File: src/rtl/rv_defines.svh
`ifndef RV_DEFINES_SVH
`define RV_DEFINES_SVH

`define RV_XLEN         32
`define RV_REG_ADDR_W   5
`define RV_IMEM_ADDR_W  6
`define RV_DMEM_ADDR_W  6
`define RV_RESET_PC     32'h0000_0000

`define RV_OP_REG       7'b0110011
`define RV_OP_IMM       7'b0010011
`define RV_OP_LUI       7'b0110111
`define RV_OP_LOAD      7'b0000011
`define RV_OP_STORE     7'b0100011
`define RV_OP_BRANCH    7'b1100011
`define RV_OP_JAL       7'b1101111

`define RV_ALU_ADD      3'd0
`define RV_ALU_SUB      3'd1
`define RV_ALU_AND      3'd2
`define RV_ALU_OR       3'd3
`define RV_ALU_XOR      3'd4
`define RV_ALU_SLT      3'd5
`define RV_ALU_PASS_B   3'd6

// Writeback source select
`define RV_WB_ALU       2'd0
`define RV_WB_LOAD      2'd1
`define RV_WB_LINK      2'd2

`endif

File: src/rtl/rv_pkg.sv
`default_nettype none

`include "rv_defines.svh"

package rv_pkg;

    // Data word, also used for addresses
    typedef logic [`RV_XLEN-1:0] word_t;

    typedef logic [`RV_REG_ADDR_W-1:0] reg_addr_t;

    // Word index into the instruction memory
    typedef logic [`RV_IMEM_ADDR_W-1:0] imem_addr_t;

    typedef logic [2:0] alu_op_t;

    // ALU result, load data or link address
    typedef logic [1:0] wb_sel_t;

endpackage

`default_nettype wire

File: src/rtl/rv_fetch.sv
`timescale 1ns/1ps
`default_nettype none

`include "rv_defines.svh"

module rv_fetch (
    input  logic               clk,
    input  logic               rst,
    input  logic               imem_we,
    input  rv_pkg::imem_addr_t imem_addr,
    input  rv_pkg::word_t      imem_wdata,
    input  logic               stall,
    input  logic               redirect,
    input  rv_pkg::word_t      redirect_pc,
    output rv_pkg::word_t      if_pc,
    output rv_pkg::word_t      if_instr,
    output logic               if_valid
);
    import rv_pkg::*;

    word_t      imem [2**`RV_IMEM_ADDR_W];
    word_t      pc;
    imem_addr_t pc_idx;

    assign pc_idx = pc[`RV_IMEM_ADDR_W+1:2];

    // Program load port, driven while the core sits in reset
    always_ff @(posedge clk) begin
        if (imem_we) begin
            imem[imem_addr] <= imem_wdata;
        end
    end

    // Redirect beats stall
    always_ff @(posedge clk) begin
        if (rst) begin
            pc       <= `RV_RESET_PC;
            if_valid <= 1'b0;
        end else if (redirect) begin
            pc       <= redirect_pc;
            if_valid <= 1'b0;
        end else if (!stall) begin
            pc       <= pc + 32'd4;
            if_valid <= 1'b1;
        end
    end

    always_ff @(posedge clk) begin
        if (!stall) begin
            if_pc    <= pc;
            if_instr <= imem[pc_idx];
        end
    end

endmodule

`default_nettype wire

File: config.mk
export PLATFORM = sky130hd
export DESIGN_NAME = rv_fetch
export DESIGN_NICKNAME = d
export VERILOG_FILES = /design/src/rtl/rv_pkg.sv /design/src/rtl/rv_fetch.sv
export VERILOG_INCLUDE_DIRS = /design/src /design/src/rtl
export SDC_FILE = /design/constraint.sdc
export NUM_CORES = 2
export LEC_CHECK = 0
export BUFFER_PORTS_ARGS = -buffer_cell sky130_fd_sc_hd__buf_4
export CORE_ASPECT_RATIO = 0.9
export CORE_UTILIZATION = 55
export DETAILED_ROUTE_END_ITERATION = 12
export PLACE_DENSITY = 0.71
export SYNTH_ARGS = -nofsm -noshare
export SYNTH_HDL_FRONTEND = slang
export SYNTH_SLANG_ARGS = --single-unit
File: constraint.sdc
create_clock -name clk -period 5.06 [get_ports clk]
set_clock_uncertainty 0.1 [all_clocks]
set_input_delay 1.012 -clock clk [delete_from_list [all_inputs] [get_ports clk]]
set_output_delay 1.012 -clock clk [all_outputs]
set_load 0.005 [all_outputs]
==> results.yml <==
status:
  status: "finished, final reports clean"
worst_setup_path:
  cp_num_buf_inv: 1
  worst-path-max-fanout: 64
  cp_slowest_cell: "o21ai_0"
  r2r_start: "pc[2]$_SDFFE_PP0N_"
  r2r_end: "if_instr[29]$_DFFE_PN_"
  critPathTopFamily: "compound AO/OA/AOI/OAI gates"
  rrSetupSlack_ns: 0.94
  startpoint_type: "flip-flop"
  end_kind: "flip-flop"
  arrival_ns: 4.52
  worstPathRequired_ns: 5.46
  crit_chain: "buf_12 -> mux4_2 -> mux2_2 -> o21ai_0 -> a221oi_1"
  path_class: "reg2reg"
  slowest_delay_ns: 1.08
  reg2reg_depth: 5
yosys:
  ys_types: 54
  ys_warn_count: 0
  synth_async_sr_flop_share_pct: 0
  synth_top_area_share_pct: 77.46
  synthesis.area_um2: 81870
  syn-num-nets: 3644
  seq_area_frac_synth_pct: 78.27
  synthTopCellsByArea: "edfxtp_1, mux4_2, mux2i_1, dfxtp_1, nor2_1"
  synth_edf_count: 2112
  synth_top_area_cell: "edfxtp_1"
  synth_commonest_cells: "edfxtp_1, mux4_2, mux2i_1"
  synth_cells: 3568
  synth_flop_cell: "edfxtp_1"
  syn_area_per_cell_um2: 22.95
  synth_seq_cells: 2145
  yosysMostFrequentCell: "edfxtp_1"
hold_path:
  hold_depth: 3
  hold_start: "redirect_pc[6]"
  min_to: "pc[6]$_SDFFE_PP0N_"
  hold_class: "in2reg"
grt:
  gr-total-overflow: 0
  grt_pass1_wl_um: 293100
  grt_pass1_vias: 38827
  grt_max_degree: 81
  grt_usage_pct: 27.91
  antenna_found_initial: 12
power:
  pwr-share-comb_pct: 6.2
  seqPwrFrac_pct: 53.6
  power_frac_clock_pct: 40.2
  p_switching_mw: 8.036
  vdd_ir_drop_max_mv: 0.3851
  p_per_area_nw_per_um2: 399.8
  cellLeakagePower_nw: 28.37
  p_int_mw: 29.02
  p_sw_share_pct: 21.68
clocking:
  ctsLongestPathBuffers: 3
  cts_resized: 0
  cts.reportedPaths.clkPinSlew_ns: 0.06
  cts_setup_buffers: 0
  clkLatencyLatePin_ns: 0.84
  root_buffer: "clkbuf_16"
  cts_buffers: 198
  cts_sinks: 2145
  holdBufCountCts: 0
  cts_tree: "yes"
  htreeDepth: 4
sta:
  finalHoldViolations: 0
  max_freq_mhz: 242.7
  setup_tns_ns: 0
  period_share_pct: 81.44
  whs_ns: 0.3154
  final_max_slew_viol_count: 0
  rsz0062_at_grt: "no"
  period_minus_slack_ns: 4.121
  setup_viol: 0
  max_slew.worst_pin.slew_ns: 1.426
  max-slew-margin-rel_pct: 3.938
route:
  drcViolationCount: 0
  vias_per_cell: 6.620
  wl_per_cell_um: 34.64
  dr.pass1.iters: 5
  first_iter_violations: 5790
  drt-total-wl_um: 207500
  antenna_left: 0
  via_count: 39650
die:
  die_h_um: 368.0
  fp-row-count: 133
  core_area_um2: 146900
  die-area_um2: 150400
  fp.dieW_um: 408.7
  ios: 140
  start_util_pct: 55.72
cells_and_area:
  drive_gt1_share_pct: 29.43
  nFillCells: 9524
  area_growth_syn_to_layout_pct: 13.22
  seq_area_um2: 64100
  fin_util_pct: 63.08
  multiInputGateArea_um2: 17220
  fin_nets: 3933
flow_run:
  drv_cap: 0
place:
  gp_congestion: 0.8236
  hpwl_um: 121600
  portBuffers: 139
cell type report:
class	count	share of cell area (%)
antenna	5	0.01350
clock buffer	233	5.556
clock inverter	137	1.424
inverter	15	0.06209
multi-input combinational	1211	18.58
sequential	2145	69.15
tap	1957	2.642
timing repair buffer	286	2.573
layout by cell type (no fill, tap or decap), types with 5 or more instances in the layout:
master | synthesis | final
mux2_2 | 13 | 13
clkinvlp_4 | 0 | 5
nor2_1 | 111 | 47
inv_16 | 0 | 5
clkbuf_16 | 0 | 201
diode_2 | 0 | 5
a21oi_1 | 22 | 22
xnor2_1 | 20 | 20
nand3_1 | 32 | 32
a32o_1 | 11 | 11
clkinv_2 | 0 | 36
dfxtp_1 | 33 | 27
inv_1 | 13 | 12
nor2b_1 | 7 | 5
edfxtp_1 | 2112 | 2112
o221ai_1 | 10 | 10
clkbuf_1 | 79 | 32
o31ai_1 | 6 | 6
a221oi_1 | 19 | 19
clkinv_1 | 1 | 63
nor4_1 | 5 | 5
a211o_1 | 13 | 13
and3_1 | 5 | 5
nand4_1 | 7 | 7
a211oi_1 | 17 | 17
mux4_2 | 528 | 528
a22o_1 | 11 | 11
o22ai_1 | 25 | 25
o21ai_0 | 37 | 37
buf_4 | 26 | 267
mux2i_1 | 167 | 167
bufinv_16 | 0 | 22
a22oi_1 | 51 | 51
nor2_4 | 0 | 63
nand2_1 | 43 | 43
buf_12 | 0 | 19
or3_1 | 6 | 6
power groups by stage:
stage | sequential [mW] | combinational, mW | clock (mW)
2_1_floorplan | 20.1 | 1.25 | 0
3_3_place_gp | 20.2 | 2.27 | 0
3_5_place_dp | 20.2 | 2.29 | 0
4_1_cts | 19.9 | 2.30 | 15.0
5_1_grt | 19.9 | 2.40 | 15.7
6_report | 19.9 | 2.30 | 14.9
worst min-delay path: cells and delay by family:
family          cells  cell delay [ns]
simple gates        1             0.07
buf+inv             1             0.08
compound gates      1             0.05
logic make-up after synthesis:
logic type / share of synthesized area [%]
AO/OA/AOI/OAI: 2.039
XOR/XNOR: 0.2247
adder cells (fa/ha/maj): 0.01528
buffers and inverters: 1.299
flip-flops: 78.27
multiplexers: 16.75
AND/OR/NAND/NOR: 1.406
flip-flops by register name (all words and copies together) (netlist names):
register	flops
pc	32
if_valid	1
if_instr	32
imem	2048
if_pc	32
metrics by stage:
step / total power [mW] / std cells / worst slack, ns / instance area, um^2
4_1_cts: 37.19 / 5983 / 1.020 / 92680
2_1_floorplan: 21.39 / 3568 / 0.6014 / 81870
5_1_grt: 37.93 / 5984 / 0.7897 / 92680
3_5_place_dp: 22.53 / 5613 / 1.044 / 86210
3_3_place_gp: 22.49 / 5613 / 1.047 / 86210
6_report: 37.06 / 5989 / 0.9392 / 92700
layer usage:
metal  vias up  share of wire [%]  wire [um]  track usage, %
met1     21136                 38      79680           40.37
met3       300                 11      23790           6.409
met2      2398                 47      97900           42.96
met4         2                2.9       6104           8.434
met5         -             0.0043          9               0
li1      15814                  -          -               -
worst max-delay path by stage:
stage / slack [ns] / cells past startpoint / start / end
after CTS: 1.02 / 5 / pc[2]$_SDFFE_PP0N_ / if_instr[27]$_DFFE_PN_
final: 0.94 / 5 / pc[2]$_SDFFE_PP0N_ / if_instr[29]$_DFFE_PN_
after global placement: 1.05 / 5 / pc[2]$_SDFFE_PP0N_ / if_instr[27]$_DFFE_PN_
after global routing: 0.79 / 5 / pc[2]$_SDFFE_PP0N_ / if_instr[29]$_DFFE_PN_
after floorplan: 0.60 / 4 / imem_addr[5] / imem[48][0]$_DFFE_PP_
after detailed placement: 1.04 / 5 / pc[2]$_SDFFE_PP0N_ / if_instr[27]$_DFFE_PN_
Power figures use the tool's default switching activity.
