`src/rtl/rv_defines.svh`:
```
`ifndef RV_DEFINES_SVH
`define RV_DEFINES_SVH

`define RV_XLEN         32
`define RV_REG_ADDR_W   5
`define RV_IMEM_ADDR_W  6
`define RV_DMEM_ADDR_W  6
`define RV_RESET_PC     32'h0000_0000

`define RV_OP_REG       7'b0110011
`define RV_OP_IMM       7'b0010011
`define RV_OP_LUI       7'b0110111
`define RV_OP_LOAD      7'b0000011
`define RV_OP_STORE     7'b0100011
`define RV_OP_BRANCH    7'b1100011
`define RV_OP_JAL       7'b1101111

`define RV_ALU_ADD      3'd0
`define RV_ALU_SUB      3'd1
`define RV_ALU_AND      3'd2
`define RV_ALU_OR       3'd3
`define RV_ALU_XOR      3'd4
`define RV_ALU_SLT      3'd5
`define RV_ALU_PASS_B   3'd6

// Writeback source select
`define RV_WB_ALU       2'd0
`define RV_WB_LOAD      2'd1
`define RV_WB_LINK      2'd2

`endif

```
`src/rtl/rv_pkg.sv`:
```
`default_nettype none

`include "rv_defines.svh"

package rv_pkg;

    // Data word, also used for addresses
    typedef logic [`RV_XLEN-1:0] word_t;

    typedef logic [`RV_REG_ADDR_W-1:0] reg_addr_t;

    // Word index into the instruction memory
    typedef logic [`RV_IMEM_ADDR_W-1:0] imem_addr_t;

    typedef logic [2:0] alu_op_t;

    // ALU result, load data or link address
    typedef logic [1:0] wb_sel_t;

endpackage

`default_nettype wire

```
`src/rtl/rv_stage_ifs.sv`:
```
`timescale 1ns/1ps
`default_nettype none

interface id_ex_if;
    import rv_pkg::*;

    word_t     pc;
    reg_addr_t rs1;
    reg_addr_t rs2;
    word_t     rs1_data;
    word_t     rs2_data;
    word_t     imm;
    reg_addr_t rd;
    alu_op_t   alu_op;
    logic      alu_src_imm;
    logic      reg_we;
    logic      mem_read;
    logic      mem_write;
    logic      is_branch;
    logic      branch_ne;
    logic      is_jal;
    wb_sel_t   wb_sel;

    modport producer (
        output pc, rs1, rs2, rs1_data, rs2_data, imm, rd, alu_op, alu_src_imm,
               reg_we, mem_read, mem_write, is_branch, branch_ne, is_jal, wb_sel
    );

    modport consumer (
        input pc, rs1, rs2, rs1_data, rs2_data, imm, rd, alu_op, alu_src_imm,
              reg_we, mem_read, mem_write, is_branch, branch_ne, is_jal, wb_sel
    );
endinterface

interface ex_mem_if;
    import rv_pkg::*;

    reg_addr_t rd;
    logic      reg_we;
    logic      mem_read;
    logic      mem_write;
    wb_sel_t   wb_sel;
    word_t     alu_result;
    word_t     store_data;
    // PC plus 4 for JAL
    word_t     link_addr;

    modport producer (
        output rd, reg_we, mem_read, mem_write, wb_sel, alu_result, store_data, link_addr
    );

    modport consumer (
        input rd, reg_we, mem_read, mem_write, wb_sel, alu_result, store_data, link_addr
    );
endinterface

`default_nettype wire

```
`src/rtl/rv_execute.sv`:
```
`timescale 1ns/1ps
`default_nettype none

`include "rv_defines.svh"

module rv_execute (
    input  logic              clk,
    input  logic              rst,
    id_ex_if.consumer         id_ex,
    input  logic              wb_we,
    input  rv_pkg::reg_addr_t wb_rd,
    input  rv_pkg::word_t     wb_data,
    output logic              redirect,
    output rv_pkg::word_t     redirect_pc,
    ex_mem_if.producer        ex_mem
);
    import rv_pkg::*;

    logic  mem_fwd_ok;
    word_t mem_fwd_data;
    word_t op_a;
    word_t op_b;
    word_t alu_b;
    word_t alu_result;
    logic  branch_taken;

    // Loads in memory cannot forward, decode stalls for them
    assign mem_fwd_ok   = ex_mem.reg_we && !ex_mem.mem_read && ex_mem.rd != '0;
    assign mem_fwd_data = (ex_mem.wb_sel == `RV_WB_LINK) ? ex_mem.link_addr : ex_mem.alu_result;

    always_comb begin
        if (mem_fwd_ok && ex_mem.rd == id_ex.rs1) begin
            op_a = mem_fwd_data;
        end else if (wb_we && wb_rd == id_ex.rs1) begin
            op_a = wb_data;
        end else begin
            op_a = id_ex.rs1_data;
        end

        if (mem_fwd_ok && ex_mem.rd == id_ex.rs2) begin
            op_b = mem_fwd_data;
        end else if (wb_we && wb_rd == id_ex.rs2) begin
            op_b = wb_data;
        end else begin
            op_b = id_ex.rs2_data;
        end
    end

    assign alu_b = id_ex.alu_src_imm ? id_ex.imm : op_b;

    always_comb begin
        case (id_ex.alu_op)
            `RV_ALU_SUB:    alu_result = op_a - alu_b;
            `RV_ALU_AND:    alu_result = op_a & alu_b;
            `RV_ALU_OR:     alu_result = op_a | alu_b;
            `RV_ALU_XOR:    alu_result = op_a ^ alu_b;
            `RV_ALU_SLT:    alu_result = {{(`RV_XLEN-1){1'b0}}, $signed(op_a) < $signed(alu_b)};
            `RV_ALU_PASS_B: alu_result = alu_b;
            default:        alu_result = op_a + alu_b;
        endcase
    end

    // BNE inverts the equality test
    assign branch_taken = id_ex.is_branch && ((op_a == op_b) ^ id_ex.branch_ne);
    assign redirect     = branch_taken || id_ex.is_jal;
    assign redirect_pc  = id_ex.pc + id_ex.imm;

    always_ff @(posedge clk) begin
        if (rst) begin
            ex_mem.reg_we    <= 1'b0;
            ex_mem.mem_read  <= 1'b0;
            ex_mem.mem_write <= 1'b0;
        end else begin
            ex_mem.reg_we    <= id_ex.reg_we;
            ex_mem.mem_read  <= id_ex.mem_read;
            ex_mem.mem_write <= id_ex.mem_write;
        end
    end

    always_ff @(posedge clk) begin
        ex_mem.rd         <= id_ex.rd;
        ex_mem.wb_sel     <= id_ex.wb_sel;
        ex_mem.alu_result <= alu_result;
        ex_mem.store_data <= op_b;
        ex_mem.link_addr  <= id_ex.pc + 32'd4;
    end

endmodule

`default_nettype wire

```
`src/flat_wrapper.sv`:
```
// flat-port wrapper written by rule: the top's interface ports become plain ports
module rv_execute_flat import rv_pkg::*;
  (clk, rst, wb_we, wb_rd, wb_data, redirect, redirect_pc, id_ex_pc, id_ex_rs1, id_ex_rs2, id_ex_rs1_data, id_ex_rs2_data, id_ex_imm, id_ex_rd, id_ex_alu_op, id_ex_alu_src_imm, id_ex_reg_we, id_ex_mem_read, id_ex_mem_write, id_ex_is_branch, id_ex_branch_ne, id_ex_is_jal, id_ex_wb_sel, ex_mem_rd, ex_mem_reg_we, ex_mem_mem_read, ex_mem_mem_write, ex_mem_wb_sel, ex_mem_alu_result, ex_mem_store_data, ex_mem_link_addr);
  id_ex_if id_ex_i ();
  ex_mem_if ex_mem_i ();
  input  logic clk;
  input  logic rst;
  input  logic wb_we;
  input  rv_pkg::reg_addr_t wb_rd;
  input  rv_pkg::word_t wb_data;
  output logic redirect;
  output rv_pkg::word_t redirect_pc;
  input wire logic [$bits(id_ex_i.pc)-1:0] id_ex_pc;
  input wire logic [$bits(id_ex_i.rs1)-1:0] id_ex_rs1;
  input wire logic [$bits(id_ex_i.rs2)-1:0] id_ex_rs2;
  input wire logic [$bits(id_ex_i.rs1_data)-1:0] id_ex_rs1_data;
  input wire logic [$bits(id_ex_i.rs2_data)-1:0] id_ex_rs2_data;
  input wire logic [$bits(id_ex_i.imm)-1:0] id_ex_imm;
  input wire logic [$bits(id_ex_i.rd)-1:0] id_ex_rd;
  input wire logic [$bits(id_ex_i.alu_op)-1:0] id_ex_alu_op;
  input wire logic [$bits(id_ex_i.alu_src_imm)-1:0] id_ex_alu_src_imm;
  input wire logic [$bits(id_ex_i.reg_we)-1:0] id_ex_reg_we;
  input wire logic [$bits(id_ex_i.mem_read)-1:0] id_ex_mem_read;
  input wire logic [$bits(id_ex_i.mem_write)-1:0] id_ex_mem_write;
  input wire logic [$bits(id_ex_i.is_branch)-1:0] id_ex_is_branch;
  input wire logic [$bits(id_ex_i.branch_ne)-1:0] id_ex_branch_ne;
  input wire logic [$bits(id_ex_i.is_jal)-1:0] id_ex_is_jal;
  input wire logic [$bits(id_ex_i.wb_sel)-1:0] id_ex_wb_sel;
  output wire logic [$bits(ex_mem_i.rd)-1:0] ex_mem_rd;
  output wire logic [$bits(ex_mem_i.reg_we)-1:0] ex_mem_reg_we;
  output wire logic [$bits(ex_mem_i.mem_read)-1:0] ex_mem_mem_read;
  output wire logic [$bits(ex_mem_i.mem_write)-1:0] ex_mem_mem_write;
  output wire logic [$bits(ex_mem_i.wb_sel)-1:0] ex_mem_wb_sel;
  output wire logic [$bits(ex_mem_i.alu_result)-1:0] ex_mem_alu_result;
  output wire logic [$bits(ex_mem_i.store_data)-1:0] ex_mem_store_data;
  output wire logic [$bits(ex_mem_i.link_addr)-1:0] ex_mem_link_addr;
  assign id_ex_i.pc = id_ex_pc;
  assign id_ex_i.rs1 = id_ex_rs1;
  assign id_ex_i.rs2 = id_ex_rs2;
  assign id_ex_i.rs1_data = id_ex_rs1_data;
  assign id_ex_i.rs2_data = id_ex_rs2_data;
  assign id_ex_i.imm = id_ex_imm;
  assign id_ex_i.rd = id_ex_rd;
  assign id_ex_i.alu_op = id_ex_alu_op;
  assign id_ex_i.alu_src_imm = id_ex_alu_src_imm;
  assign id_ex_i.reg_we = id_ex_reg_we;
  assign id_ex_i.mem_read = id_ex_mem_read;
  assign id_ex_i.mem_write = id_ex_mem_write;
  assign id_ex_i.is_branch = id_ex_is_branch;
  assign id_ex_i.branch_ne = id_ex_branch_ne;
  assign id_ex_i.is_jal = id_ex_is_jal;
  assign id_ex_i.wb_sel = id_ex_wb_sel;
  assign ex_mem_rd = ex_mem_i.rd;
  assign ex_mem_reg_we = ex_mem_i.reg_we;
  assign ex_mem_mem_read = ex_mem_i.mem_read;
  assign ex_mem_mem_write = ex_mem_i.mem_write;
  assign ex_mem_wb_sel = ex_mem_i.wb_sel;
  assign ex_mem_alu_result = ex_mem_i.alu_result;
  assign ex_mem_store_data = ex_mem_i.store_data;
  assign ex_mem_link_addr = ex_mem_i.link_addr;
  rv_execute u_core (.clk(clk), .rst(rst), .id_ex(id_ex_i), .wb_we(wb_we), .wb_rd(wb_rd), .wb_data(wb_data), .redirect(redirect), .redirect_pc(redirect_pc), .ex_mem(ex_mem_i));
endmodule
```
`config.mk`:
```
export PLATFORM = sky130hd
export DESIGN_NAME = rv_execute_flat
export DESIGN_NICKNAME = d
export VERILOG_FILES = /design/src/rtl/rv_pkg.sv /design/src/rtl/rv_stage_ifs.sv /design/src/rtl/rv_execute.sv /design/src/flat_wrapper.sv
export VERILOG_INCLUDE_DIRS = /design/src /design/src/rtl
export SDC_FILE = /design/constraint.sdc
export NUM_CORES = 1
export LEC_CHECK = 0
export BUFFER_PORTS_ARGS = -buffer_cell sky130_fd_sc_hd__buf_4
export CORE_MARGIN = 4
export CORE_UTILIZATION = 55
export CTS_BUF_LIST = sky130_fd_sc_hd__clkbuf_8 sky130_fd_sc_hd__clkbuf_16
export CTS_CLUSTER_SIZE = 12
export DETAILED_ROUTE_END_ITERATION = 7
export PLACE_DENSITY_LB_ADDON = 0.12
export SETUP_SLACK_MARGIN = 0.15
export SYNTH_ARGS = -nofsm -noshare
export SYNTH_HDL_FRONTEND = slang
export SYNTH_SLANG_ARGS = --single-unit
```
`constraint.sdc`:
```
create_clock -name clk -period 6.1 [get_ports clk]
set_clock_uncertainty 0.1 [all_clocks]
set_input_delay 0 -clock clk [delete_from_list [all_inputs] [get_ports clk]]
set_output_delay 0 -clock clk [all_outputs]
set_load 0.02 [all_outputs]
```
==> summary.md <==
| Metric | Value |
|---|---|
| Status | finished, violations left |
| Failing checks | DRC |
| Async set-or-reset flop fraction in the synthesized netlist | 0% |
| Detailed router's first-iteration violation count | 2514 |
| Final wirelength | 62370 µm |
| Reg area | 2122 µm² |
| Vias after detailed routing | 16410 |
| Commonest non-fill, non-tap cell in the layout | buf_4 |
| Antenna Violating Nets Remaining | 0 |
| Top_reg_cell synth | dfxtp_1 |
| Die area | 25740 µm² |
| Final min period | 5.705 ns |
| Synthesized Nets | 2040 |
| Skew-Pair Late Insertion Delay | 0.37 ns |
| Crit Path Category | reg2reg |
| IO Pins | approximately 330 |
| Detailed Place HPWL | 46820 µm |
| Setup TNS | 0 ns |
| Leakage | approximately 7.5 nW |
| Die height | 160.4 µm |
| Global-route wire length before repair | just over 90000 µm |
| CP max-delay cell | or4_4 |
| Final hold slack | 0.01012 ns |
| Crit path cell chain | or4_4 -> o211ai_4 -> or2_1 -> buf_4 -> a31oi_1 -> ha_1 -> inv_1 -> nor3_1 -> nand2_1 -> o311ai_0 -> a41o_1 -> a21boi_0 -> buf_4 -> nor4b_2 -> buf_4 -> o32ai_1 |
| CTS Buf Count | 9 |
| Normalized max-slew margin | 23.58% |
| Switching Fraction | 45.69% |
| Switch Pwr | 1.531 mW |
| Number of global-route vias before repair | 15660 |
| Htree depth | 3 |
| CTS clk-pin slew, worst paths | 0.09 ns |
| Distinct cells, synth | 82 |
| Core Region | 22780 µm² |
| Gpl congestion | approximately 1 |
| R2R setup slack | 0.40 ns |
| Max_cap viols | 0 |
| Hold WC Path Type | in2reg |
| Int Pwr | 1.819 mW |
| Power after layout | 3.350 mW |
| Data arrival, critical path | 5.85 ns |
| Logic gate share of total power | between 50 and 60% |
| Initial antenna violation count | 2 |
| Worst EP required | 6.25 ns |
| Tot GR Track Use | 45.61% |
| Syn_area_per_cell | 7.455 µm² |
| Final #Nets | 2415 |
| Maximum clock rate | 0.1753 GHz |
| First-pass DRT Iterations | 8 |
| Cell total after placement | 2278 |
| Max incr delay on CP | between 0.5 and 0.6 ns |
| Max VDD drop | 0.0001404 V |
| Hold Vio Cnt, Final | 0 |
| Setup crit start kind | flip-flop |
| Setup WS post-layout | 0.3955 ns |
| Pwr/cell area | 198.3 nW/µm² |
| Area contributors post-synth | dfxtp_1 17%, ha_1 13%, xnor2_1 5.3% |
| Starting density of the core | 56.10% |
| Finished Layout Cells | 2409 |
| DRC | 1 |
| Area of the multi-input gates | around 9800 µm² |
| Period utilisation layout | 93.52% |
| Worst Path Max Fanout | 26 |
| Clock share of power | 19.2% |
| Synth Cell Area | 12780 µm² |
| # Post-CTS Setup Buffers | 0 |
| CTS sink count | 106 |
| Number of synthesized flops with an enable pin | 0 |
| Register bit total from synthesis | about 110 |
| Vias per cell | 6.811 |
| Die width | between 150 and 200 µm |
| Warning count from the yosys run | 0 |
| Most frequent CP cell | buf_4 |
| Worst Setup End Kind | flip-flop |
| Slew Limit Fails | 0 |
| CTS max path bufs | 2 |
| Dpl ws | 0.3515 ns |
| CTS tree | done |
| Area growth, synth to finish | 32.19% |
| Port bufs | 333 |
| Sequential share of the synthesized area | between 15 and 20% |
| DP Area | 15430 µm² |
| Area leader, netlist | dfxtp_1 |
| Fill cells | 1720 |
| Remaining Overflow, GRT | 0 |
| Drt wl/cell | between 20 and 30 µm |
| Most frequent cells in the layout | 363 x buf_4, 130 x o21ai_0, 128 x ha_1, 127 x a21oi_1, 118 x inv_1 |
| Finished Cell Area | 16890 µm² |
| Slew at the pin closest to its max-slew limit | 1.142 ns |
| Post-layout util | approximately three quarters |
| Root Driver | clkbuf_16 |
| Syn Inst Count | 1714 |
| Final setup fails | 0 |
| Flop pwr share | 25.9% |
| Share of the synthesized area in the top cell type | between 10% and 20% |
| Number of core rows | 55 |
| Share of cells above drive strength 1 | 22.06% |
| Pin count of the biggest net entering global routing | 74 |
| Unrepaired setup endpoints after global routing | no |
## flip-flops by register name, summed over array words and instances (netlist names)
signal,count
u_core.ex_mem.alu_result,32
u_core.ex_mem.link_addr,32
u_core.ex_mem.mem_read,1
u_core.ex_mem.mem_write,1
u_core.ex_mem.rd,5
u_core.ex_mem.reg_we,1
u_core.ex_mem.store_data,32
u_core.ex_mem.wb_sel,2
## final cells by class
class,count,share of cell area (%)
Inverter,119,2.644
Sequential cell,106,12.56
Multi-Input combinational cell,1377,57.79
Timing Repair Buffer,476,22.83
Clock inverter,6,0.4148
Antenna cell,2,0.02963
Tap cell,313,2.318
Clock buffer,10,1.415
## power by group through the flow
stage | combinational, mW | clock, mW | sequential, mW
after CTS | 1.76 | 0.634 | 0.859
after detailed placement | 1.69 | 0 | 0.874
after global routing | 1.93 | 0.657 | 0.866
after global placement | 1.67 | 0 | 0.877
after floorplan | 0.966 | 0 | 0.916
final | 1.84 | 0.642 | 0.867
## layer usage
layer | share of wire [%] | global-route usage (%) | up-vias | routed length, µm
met5 | 0 | 0 | - | 0
met4 | 8.3 | 31.05 | 0 | 5154
met2 | 44 | 73.33 | 1468 | 27460
met3 | 13 | 10.52 | 364 | 7904
met1 | 35 | 54.06 | 7540 | 21860
li1 | - | - | 7035 | -
## final timing paths
check	cells past startpoint	start	endpoint
setup reg to reg	16	u_core.ex_mem.rd[0]$_DFF_P_	u_core.ex_mem.alu_result[0]$_DFF_P_
hold reg to reg	2	u_core.ex_mem.alu_result[4]$_DFF_P_	u_core.ex_mem.store_data[4]$_DFF_P_
hold / removal	3	wb_data[4]	u_core.ex_mem.store_data[4]$_DFF_P_
setup / recovery	16	u_core.ex_mem.rd[0]$_DFF_P_	u_core.ex_mem.alu_result[0]$_DFF_P_
## kinds of logic (layout without fill, tap and decap cells)
group / count (synthesis) / count (layout) / synth area share [%]
xor gates and xnor gates: 130 / 130 / 8.910
muxes: 81 / 81 / 6.766
and+or+nand+nor: 469 / 469 / 17.88
buffers and inverters: 231 / 611 / 7.206
AOI/OAI and AO/OA: 566 / 566 / 29.63
other: 0 / 2 / 0
adders and majority gates: 131 / 131 / 13.00
DFF: 106 / 106 / 16.61
## synthesized netlist by cell type, types with 6 or more instances
master,instances
and3_1,9
a21oi_1,127
or2_2,8
nor2_1,110
ha_1,128
o22ai_1,15
mux2i_1,38
nand2_1,89
a31oi_1,57
mux2_2,43
o221ai_1,18
a211oi_1,14
clkbuf_1,91
buf_1,9
a21o_1,29
and2_1,11
nand3_1,84
nor3_1,73
xor2_1,52
a22oi_1,6
o21ai_0,130
nand2b_1,14
o21a_1,14
o211ai_1,15
nor4_1,13
o221a_2,9
a21boi_0,8
or3_1,7
xnor2_1,78
inv_1,118
a221o_1,8
a221oi_1,16
nand4_1,14
dfxtp_1,106
o21bai_1,23
nor2b_1,18
o31ai_1,9
## repair_timing
action	4_1_cts	5_1_grt
gates resized for setup	0	5
endpoints found under the setup margin	0	8
hold buffers	113	0
hold endpoints to repair	70	0
## critical path, delay by kind of cell, from the launching register on
family                   cells  cell delay (ns)
AO/OA/AOI/OAI                6             1.68
adder cells (fa/ha/maj)      1             0.48
buffers and inverters        4             0.96
flip-flops                   1             0.37
AND/OR/NAND/NOR              5             1.97
No activity file was read; power rests on OpenSTA's default activity.
